**src/rtl/adc_config.svh**
```systemverilog
`ifndef ADC_CONFIG_SVH
`define ADC_CONFIG_SVH

// converter geometry
`define ADC_NUM_CH      8
`define ADC_SAMPLE_W    12

// frame layout, sclk periods counted from 1
`define ADC_FRAME_SCLK  16
`define ADC_ADDR_FIRST  3   // ADD2..ADD0 in periods 3 to 5
`define ADC_DATA_FIRST  5   // DB11 sampled on the rising edge of period 5

`endif

```
**src/rtl/adc_pkg.sv**
```systemverilog
`include "adc_config.svh"

package adc_pkg;

	typedef logic [`ADC_SAMPLE_W-1:0]        adc_sample_t;
	typedef logic [$clog2(`ADC_NUM_CH)-1:0]  adc_chan_t;
	typedef logic [`ADC_NUM_CH-1:0]          chan_mask_t;
	typedef logic [7:0]                      clk_div_t;   // clk cycles per sclk half-period

	typedef struct packed {
		adc_chan_t   chan;
		adc_sample_t sample;
	} store_wr_t;

	typedef enum logic [2:0] {
		st_idle,
		st_prime,       // gap, then the first frame of a scan
		st_frame,       // gap, then the next frame
		st_wait_frame,
		st_finish
	} scan_state_t;

endpackage

```
**src/rtl/adc_serial_if.sv**
```systemverilog
`timescale 1ns/1ps
`include "adc_config.svh"

module adc_serial_if (
	input  logic                 clk,
	input  logic                 rst,
	input  logic                 frame_go,
	input  adc_pkg::adc_chan_t   frame_chan,
	input  adc_pkg::clk_div_t    div,
	output logic                 frame_busy,
	output logic                 frame_done,
	output adc_pkg::adc_sample_t frame_sample,
	output logic                 sclk,
	output logic                 cs_n,
	output logic                 din,
	input  logic                 dout
);

	localparam int edge_last = 2 * `ADC_FRAME_SCLK;    // extra tick closes the frame
	localparam int cnt_w = $clog2(edge_last + 1);
	localparam int addr_w = $bits(adc_pkg::adc_chan_t);

	logic                 running;
	logic                 tick;
	logic                 fall_tick;
	logic                 rise_tick;
	logic                 addr_phase;
	logic [cnt_w-1:0]     edge_cnt;  // sclk edges so far
	logic [cnt_w-2:0]     period;
	adc_pkg::clk_div_t    div_cnt;
	adc_pkg::adc_chan_t   addr_sh;
	adc_pkg::adc_sample_t shift;

	assign tick = running && (div_cnt == div - 8'd1);
	assign period = edge_cnt[cnt_w-1:1] + 1'b1;  // 1-based sclk period
	assign fall_tick = tick && !edge_cnt[0] && (edge_cnt != edge_last);
	assign rise_tick = tick && edge_cnt[0];
	assign addr_phase = (period >= `ADC_ADDR_FIRST) && (period < `ADC_ADDR_FIRST + addr_w);
	assign frame_busy = running;

	always_ff @(posedge clk or negedge rst) begin
		if (!rst) begin
			running <= 1'b0;
			div_cnt <= '0;
			edge_cnt <= '0;
			sclk <= 1'b1;
			cs_n <= 1'b1;
			din <= 1'b1;
			frame_done <= 1'b0;
		end else begin
			frame_done <= 1'b0;
			if (frame_go && !running) begin
				running <= 1'b1;
				div_cnt <= '0;
				edge_cnt <= '0;
				cs_n <= 1'b0;
			end else if (tick) begin
				div_cnt <= '0;
				edge_cnt <= edge_cnt + 1'b1;
				if (edge_cnt == edge_last) begin
					running <= 1'b0;
					cs_n <= 1'b1;
					frame_done <= 1'b1;
				end else begin
					sclk <= edge_cnt[0];  // even counts fall, odd counts rise
				end
				if (fall_tick)
					din <= addr_phase ? addr_sh[addr_w-1] : 1'b1;
			end else if (running) begin
				div_cnt <= div_cnt + 8'd1;
			end
		end
	end

	always_ff @(posedge clk) begin
		if (frame_go && !running)
			addr_sh <= frame_chan;
		else if (fall_tick && addr_phase)
			addr_sh <= addr_sh << 1;  // msb first
		if (rise_tick && (period >= `ADC_DATA_FIRST))
			shift <= {shift[`ADC_SAMPLE_W-2:0], dout};
		if (tick && (edge_cnt == edge_last))
			frame_sample <= shift;
	end

endmodule

```
**src/rtl/scan_ctrl.sv**
```systemverilog
`timescale 1ns/1ps

module scan_ctrl (
	input  logic                 clk,
	input  logic                 rst,
	input  logic                 start,
	input  adc_pkg::chan_mask_t  chan_mask,
	input  adc_pkg::clk_div_t    div,
	output logic                 frame_go,
	output adc_pkg::adc_chan_t   frame_chan,
	output adc_pkg::clk_div_t    frame_div,
	input  logic                 frame_busy,
	input  logic                 frame_done,
	input  adc_pkg::adc_sample_t frame_sample,
	output logic                 store_we,
	output adc_pkg::store_wr_t   store_wr,
	output logic                 busy,
	output logic                 scan_done
);

	adc_pkg::scan_state_t state;
	adc_pkg::chan_mask_t  mask_q;
	adc_pkg::chan_mask_t  above;      // enabled channels after the current one
	adc_pkg::clk_div_t    gap_cnt;
	adc_pkg::adc_chan_t   prev_chan;  // owner of the result now coming back
	logic                 discard;
	logic                 last;       // dummy frame in flight

	function automatic adc_pkg::adc_chan_t lowest_chan(input adc_pkg::chan_mask_t m);
		adc_pkg::adc_chan_t c;
		c = '0;
		for (int i = $bits(adc_pkg::chan_mask_t) - 1; i >= 0; i--)
			if (m[i])
				c = adc_pkg::adc_chan_t'(i);
		return c;
	endfunction

	assign above = mask_q & ~((adc_pkg::chan_mask_t'(2) << frame_chan) - 1'b1);

	always_ff @(posedge clk or negedge rst) begin
		if (!rst) begin
			state <= adc_pkg::st_idle;
			mask_q <= '0;
			frame_div <= '0;
			gap_cnt <= '0;
			frame_chan <= '0;
			frame_go <= 1'b0;
			store_we <= 1'b0;
			discard <= 1'b0;
			last <= 1'b0;
			busy <= 1'b0;
			scan_done <= 1'b0;
		end else begin
			frame_go <= 1'b0;
			store_we <= 1'b0;
			scan_done <= 1'b0;
			case (state)
				adc_pkg::st_idle: if (start && |chan_mask) begin
					mask_q <= chan_mask;
					frame_div <= div;
					gap_cnt <= div;  // cs_n may have just risen
					frame_chan <= lowest_chan(chan_mask);
					discard <= 1'b1;
					last <= 1'b0;
					busy <= 1'b1;
					state <= adc_pkg::st_prime;
				end
				adc_pkg::st_prime, adc_pkg::st_frame: begin
					if (gap_cnt != '0) begin
						gap_cnt <= gap_cnt - 8'd1;
					end else if (!frame_busy) begin
						frame_go <= 1'b1;
						state <= adc_pkg::st_wait_frame;
					end
				end
				adc_pkg::st_wait_frame: if (frame_done) begin
					store_we <= !discard;  // frame 0 returns a stale conversion
					discard <= 1'b0;
					gap_cnt <= frame_div;
					if (last) begin
						state <= adc_pkg::st_finish;
					end else begin
						frame_chan <= |above ? lowest_chan(above) : lowest_chan(mask_q);
						last <= ~|above;
						state <= adc_pkg::st_frame;
					end
				end
				adc_pkg::st_finish: begin
					scan_done <= 1'b1;
					busy <= 1'b0;
					state <= adc_pkg::st_idle;
				end
				default: state <= adc_pkg::st_idle;
			endcase
		end
	end

	always_ff @(posedge clk) begin
		if ((state == adc_pkg::st_wait_frame) && frame_done) begin
			prev_chan <= frame_chan;
			store_wr.chan <= prev_chan;
			store_wr.sample <= frame_sample;
		end
	end

endmodule

```
**src/rtl/sample_store.sv**
```systemverilog
`timescale 1ns/1ps
`include "adc_config.svh"

module sample_store (
	input  logic                 clk,
	input  logic                 rst,
	input  logic                 store_we,
	input  adc_pkg::store_wr_t   store_wr,
	input  adc_pkg::adc_sample_t limit,
	input  adc_pkg::adc_chan_t   rd_channel,
	output adc_pkg::adc_sample_t rd_data,
	output adc_pkg::chan_mask_t  alarm
);

	adc_pkg::adc_sample_t samples [`ADC_NUM_CH];  // latest result per channel

	always_ff @(posedge clk or negedge rst) begin
		if (!rst) begin
			for (int i = 0; i < `ADC_NUM_CH; i++)
				samples[i] <= '0;
		end else if (store_we) begin
			samples[store_wr.chan] <= store_wr.sample;
		end
	end

	assign rd_data = samples[rd_channel];

	// level alarm, follows limit without a new scan
	always_comb begin
		for (int i = 0; i < `ADC_NUM_CH; i++)
			alarm[i] = samples[i] > limit;
	end

endmodule

```
**src/rtl/adc_scan_top.sv**
```systemverilog
`timescale 1ns/1ps

module adc_scan_top (
	input  logic                 clk,
	input  logic                 rst,
	input  logic                 start,
	input  adc_pkg::chan_mask_t  chan_mask,
	input  adc_pkg::clk_div_t    div,
	input  adc_pkg::adc_sample_t limit,
	input  adc_pkg::adc_chan_t   rd_channel,
	input  logic                 dout,
	output logic                 sclk,
	output logic                 cs_n,
	output logic                 din,
	output logic                 busy,
	output logic                 scan_done,
	output adc_pkg::adc_sample_t rd_data,
	output adc_pkg::chan_mask_t  alarm
);

	logic                 frame_go;
	logic                 frame_busy;
	logic                 frame_done;
	logic                 store_we;
	adc_pkg::adc_chan_t   frame_chan;
	adc_pkg::clk_div_t    frame_div;
	adc_pkg::adc_sample_t frame_sample;
	adc_pkg::store_wr_t   store_wr;

	scan_ctrl u_scan_ctrl (
		.clk          (clk),
		.rst          (rst),
		.start        (start),
		.chan_mask    (chan_mask),
		.div          (div),
		.frame_go     (frame_go),
		.frame_chan   (frame_chan),
		.frame_div    (frame_div),
		.frame_busy   (frame_busy),
		.frame_done   (frame_done),
		.frame_sample (frame_sample),
		.store_we     (store_we),
		.store_wr     (store_wr),
		.busy         (busy),
		.scan_done    (scan_done)
	);

	adc_serial_if u_adc_serial_if (
		.clk          (clk),
		.rst          (rst),
		.frame_go     (frame_go),
		.frame_chan   (frame_chan),
		.div          (frame_div),  // divider latched at start
		.frame_busy   (frame_busy),
		.frame_done   (frame_done),
		.frame_sample (frame_sample),
		.sclk         (sclk),
		.cs_n         (cs_n),
		.din          (din),
		.dout         (dout)
	);

	sample_store u_sample_store (
		.clk        (clk),
		.rst        (rst),
		.store_we   (store_we),
		.store_wr   (store_wr),
		.limit      (limit),
		.rd_channel (rd_channel),
		.rd_data    (rd_data),
		.alarm      (alarm)
	);

endmodule

```
**config.mk**
```make
export PLATFORM = sky130hd
export DESIGN_NAME = adc_scan_top
export DESIGN_NICKNAME = d
export VERILOG_FILES = /design/src/rtl/adc_pkg.sv /design/src/rtl/adc_serial_if.sv /design/src/rtl/scan_ctrl.sv /design/src/rtl/sample_store.sv /design/src/rtl/adc_scan_top.sv
export VERILOG_INCLUDE_DIRS = /design/src /design/src/rtl
export SDC_FILE = /design/constraint.sdc
export NUM_CORES = 1
export LEC_CHECK = 0
export ABC_CLOCK_PERIOD_IN_PS = 6290
export BUFFER_PORTS_ARGS = -buffer_cell sky130_fd_sc_hd__buf_2
export CAP_MARGIN = 20
export CELL_PAD_IN_SITES_DETAIL_PLACEMENT = 1
export CELL_PAD_IN_SITES_GLOBAL_PLACEMENT = 1
export CORE_UTILIZATION = 40
export CTS_CLUSTER_DIAMETER = 40
export DETAILED_ROUTE_END_ITERATION = 12
export PLACE_DENSITY = 0.7
export SKIP_LAST_GASP = 1
export SLEW_MARGIN = 10
export SYNTH_ARGS = -nofsm -noshare
export SYNTH_HDL_FRONTEND = slang
export SYNTH_SLANG_ARGS = --single-unit
```
**constraint.sdc**
```tcl
create_clock -name clk -period 6.29 [get_ports clk]
set_input_delay 0.629 -clock clk [delete_from_list [all_inputs] [get_ports clk]]
set_output_delay 0.629 -clock clk [all_outputs]
set_load 0.005 [all_outputs]
```
# [Word level (Yosys, flattened, before mapping)]
# Index checks and enable logic that the tools add are counted.
[totals] register_bits=196 input_bits=35 output_inout_bits=25 elab_cells=185
[op_classes] addsub=6 order_cmp=14 n_eq_ne=13 shift=1 muxes=76 bitwise=6 n_reduce_logical=37
[op_table] operator="$mux 3" count=35
[op_table] operator="$bwmux 96" count=1
[op_table] operator="$gt 12x12->1" count=8
[op_table] operator="$mux 8" count=6
[op_table] operator="$bmux 12 s3" count=1
[op_table] operator="$demux 12 s3" count=1
[op_table] operator="$mux 12" count=3
[op_table] operator="$pmux 8 s3" count=1
[op_table] operator="$sub 8x1->8 const B" count=3
[op_table] operator="$mux 1" count=21
[op_table] operator="$reduce_or 8->1" count=2
[op_table] operator="$logic_and 1x1->1" count=12
[op_table] operator="$mux 6" count=2
[op_table] operator="$reduce_and 4->1" count=3
[op_table] operator="$reduce_bool 2->1" count=5
[op_table] operator="$pmux 3 s3" count=1
[op_table] operator="$reduce_and 3->1" count=3
[op_table] operator="$add 8x1->8 const B" count=1
[op_table] operator="$and 8x8->8" count=1
[op_table] operator="$eq 8x8->1" count=1
[op_table] operator="$ge 4x4->1 const B" count=2
[op_table] operator="$not 3->4" count=2
[op_table] operator="$not 8->8" count=1
[op_table] operator="$reduce_bool 8->1" count=1
[op_table] operator="other kinds (22)" count=36

# [Logic depth before layout (Yosys ltp)]
[logic_depth] word_depth=16 ltp_mapped=10 ltp_nobuf=8

# [Modules after synthesis]
# A second synthesis with hierarchy kept.
[unflattened] cells_unflattened=949 area_unflattened_um2=11285.8
[modules_own_cells] module="sample_store" instances=1 cells_per_inst=517 area_each_um2=6422.4
[modules_own_cells] module="scan_ctrl" instances=1 cells_per_inst=237 area_each_um2=2617.5
[modules_own_cells] module="adc_serial_if" instances=1 cells_per_inst=195 area_each_um2=2245.9

# [Worst setup path before layout]
# OpenSTA, ideal clock, no wires.
[synth_timing] path_type="flip-flop to flip-flop" startpoint="register u_scan_ctrl.frame_div[0]" endpoint="register u_adc_serial_if.shift[0], enable pin" setup_ns=0.404 t_arrival_ns=2.798 required_time_ns=5.886 setup_slack_ns=3.088 path_stages_with_launch=10 n_path_buf=2 period_less_slack_ns=3.202 path_cell_list="dfrtp_1 -> inv_1 -> ha_1 -> xor2_1 -> nand3_1 -> nor4b_1 -> o2111ai_1 -> buf_2 -> buf_2 -> a311oi_1"
[synth_between] elab_chain_cells=5
[synth_rtl] element="start: declaration" line_no="scan_ctrl.sv:11" text="output adc_pkg::clk_div_t frame_div,"
[synth_rtl] element="start signal: assignment" line_no="scan_ctrl.sv:60" text="frame_div <= div;"
[synth_rtl] element="$sub 8x1->8" line_no="adc_serial_if.sv:34" text="assign tick = running && (div_cnt == div - 8'd1);"
[synth_rtl] element="$eq 8x8->1" line_no="adc_serial_if.sv:34"
[synth_rtl] element="$logic_and 1x1->1" line_no="adc_serial_if.sv:34"
[synth_rtl] element="$logic_and 1x1->1" line_no="adc_serial_if.sv:37" text="assign rise_tick = tick && edge_cnt[0];"
[synth_rtl] element="$logic_and 1x1->1" line_no="adc_serial_if.sv:80" text="if (rise_tick && (period >= `ADC_DATA_FIRST))"
[synth_rtl] element="end signal: assignment" line_no="adc_serial_if.sv:81" text="shift <= {shift[`ADC_SAMPLE_W-2:0], dout};"
[synth_rtl] element="end: declaration" line_no="adc_serial_if.sv:32" text="adc_pkg::adc_sample_t shift;"
# Every way passes these cells.
# A chain may end at the register's enable or synchronous reset.

# [Worst setup path after layout]
[layout_timing] startpoint="register u_scan_ctrl.frame_div[0]" endpoint="register u_adc_serial_if.shift[7], enable pin"
# The elaborated chain is that of the path after synthesis.

==> run summary <==
outcome - completed
crit end category - flop
pre-CTS WS - 3070 ps
Final Skew - 20.9 ps
vias in the first global route - 7913
drt via density - 5.65
Peak Freq - 0.316 GHz
Post-Syn Area - 0.0110 mm2
worst-skew pair later-pin latency - 440 ps
wire length per cell - 20.0 um
area occupied by multi-input gates - 0.00560 mm2
DP Cell Count - 1287
sequential share of the synthesized area - 46.8%
Initial Utilization - 40.7%
crit path launch type - flop
Max VDD drop - 0.000211 V
Design Area, Final - 0.0122 mm2
PwrDens - 288 mW/mm2
drt first pass iters - 5
Yosys Warn Count - 0
crit-path cells - inv_1 > ha_1 > xor2_1 > nand3_1 > nor4b_1 > o2111ai_1 > buf_4 > a311oi_2
synthesized area per cell - 12.0 um2
Area Growth Syn to Fin - 11.5%
worst setup margin - 3130 ps
Crit Path Max Fanout - 20
share of layout cells above drive strength 1 - 26.7%
nets@finish - 1107
instance count of the mapped netlist - 913
CP delay by family, top - compound AO/OA/AOI/OAI gates
Die Span Y - 168 um
Reg power frac - 46.1%
Clock Tree Buf Depth - 2
critical path depth - 8
FILL cells - 2840
Layout Cells excl Fill - 1322
Max Cap Violations - 0
Yosys cell types - 58
ys flop type - dfrtp_1
pin slew with the least headroom to its limit - 1060 ps
post-route ant nets - 0
power share of the clock group - 30.7%
Hold WS - 227 ps
Max stage delay on crit path - 910 ps
post-layout util - 45.4%
Post-CTS Setup Bufs - 0
slew margin rel. - 29.1%
total routed wirelength - 26500 um
GRT Util Overall - 20.0%
Worst EP required - 6340 ps
Pwr Total - 3.53 mW
Seq cells post-synth - 196
# port buffers - 59
Fin Setup TNS - 0 ps
CTS H-Tree Depth - 4
CP max-delay cell - a311oi_2
Die Area - 0.0281 mm2
Reg clk slew, reported paths - 80 ps
Internal - 2.36 mW
cts hold-fix bufs - 0
WP buf/inv - 2
Net Sw Frac - 33.3%
Finish-stage setup viols - 0
chip width - 168 um
hold crit path type - in2async
crit path kind - reg2reg
Post-synth EDFFs - 45
antenna fix cells - 0
unrepaired setup endpoints after global routing - no
via count - 7470
largest net degree at the start of global routing - 85
CTS sink count - 196
fraction of registers with async set/reset - 77.0%
core area - 0.0270 mm2
Switch Pwr - 1.18 mW
CTS Buf Count - 17
hpwl dp - 19400 um
final hold violation count - 0
total congestion overflow - 0
final slew viol count - 0
Root Buffer - clkbuf_16
I/O pin count - 60
antenna violations before repair - 0
Post-route DRC - 0
Cell Rows - 60
Static Leak - 5.86 nW
first-pass GRT wire length - 43600 um
CTS tree - built
most frequent cells in the layout - 148 x dfrtp_1, 120 x mux2_2, 104 x ha_1
syn nets - 1052
Period Utilization, post-route - 50.3%
minimum clock period - 3160 ps
GPL Wtd Cong - 0.798
Area after DPL - 0.0116 mm2
Reg2Reg Depth - 8
crit path DAT - 3210 ps
most common cell after layout, fill and taps aside - dfrtp_1
DR iter-0 viols - 361
combinational share of power - 23.2%
# resized after CTS - 0
register area - 0.00513 mm2
## power groups by stage
stage	combinational (mW)	clock [mW]	sequential [mW]
after detailed placement	0.816	0	1.65
final	0.820	1.08	1.63
after floorplan	0.674	0	1.56
after global placement	0.792	0	1.65
after global routing	0.937	1.16	1.66
after CTS	0.826	1.12	1.63
## area by class of cell
type,count,share of cell area [%]
multi-input cells,649,45.7
flip-flops and latches,196,41.9
clock buffers,20,3.90
well taps,341,3.48
repair buffers,67,2.95
inverters,37,1.13
clock inverters,12,0.868
## synth_stat cells (3+ instances only)
cell type,count,share of area (%)
or3_1,8,0.46
mux4_2,24,4.9
xor2_1,9,0.72
mux2_2,120,12
nand2b_1,11,0.63
nand3_1,10,0.46
nand2_1,40,1.4
buf_2,6,0.27
o22ai_1,6,0.34
nand4_1,25,1.4
o211ai_1,5,0.34
a21o_1,29,2.0
ha_1,104,12
dfstp_2,3,0.72
inv_1,37,1.3
nand4b_1,3,0.24
nor2_1,44,1.5
xnor2_1,8,0.64
o31ai_1,6,0.41
o221ai_1,7,0.56
nor3_1,16,0.73
dfrtp_1,148,34
a31oi_1,3,0.17
o21a_1,12,0.82
a221oi_1,4,0.32
or2_2,6,0.34
and3_1,5,0.28
a21oi_1,44,2.0
nor4_1,4,0.23
clkbuf_1,19,0.65
nor2b_1,17,0.97
o21ai_0,47,2.1
edfxtp_1,45,12
buf_1,5,0.17
## flip-flops by register name (all words and copies together), names as in the netlist, 3 cells and up
name                          count
u_scan_ctrl.prev_chan             3
u_sample_store.samples           96
u_adc_serial_if.frame_sample     12
u_adc_serial_if.addr_sh           3
u_scan_ctrl.mask_q                8
u_adc_serial_if.shift            12
u_adc_serial_if.edge_cnt          6
u_scan_ctrl.state                 3
u_adc_serial_if.div_cnt           8
u_scan_ctrl.frame_div             8
u_scan_ctrl.gap_cnt               8
u_scan_ctrl.store_wr             15
u_scan_ctrl.frame_chan            3
## logic make-up (layout without fill, tap and decap cells)
group / count (synthesis) / count (layout) / synth area share, %
compound gates: 181 / 181 / 10.6
buf+inv: 68 / 136 / 2.46
xor+xnor: 17 / 17 / 1.36
fa+ha+maj: 104 / 104 / 11.9
flops: 196 / 196 / 46.8
simple gates: 201 / 201 / 9.55
mux: 146 / 146 / 17.4
## final timing paths
path,startpoint,end,slack [ps]
min in group clk,dout,u_adc_serial_if.shift[0]$_DFFE_PP_,390
max in group asynchronous,rst,u_sample_store.samples[68]$_DFFE_PN0P_,4640
hold / removal,rst,u_sample_store.samples[1]$_DFFE_PN0P_,230
setup / recovery,u_scan_ctrl.frame_div[0]$_DFFE_PN0P_,u_adc_serial_if.shift[7]$_DFFE_PP_,3130
hold reg to reg,u_adc_serial_if.frame_sample[3]$_DFFE_PP_,u_scan_ctrl.store_wr[3]$_DFFE_PP_,420
setup reg to reg,u_scan_ctrl.frame_div[0]$_DFFE_PN0P_,u_adc_serial_if.shift[7]$_DFFE_PP_,3130
## layer usage
metal / track usage (%) / vias to the layer above / wire length (um)
met4: 6.90 / 0 / 548
met5: 0 / - / 0
met2: 32.5 / 92 / 12600
met1: 27.3 / 3819 / 12800
met3: 2.74 / 23 / 501
li1: - / 3536 / -
No activity file was read; power rests on OpenSTA's default activity.
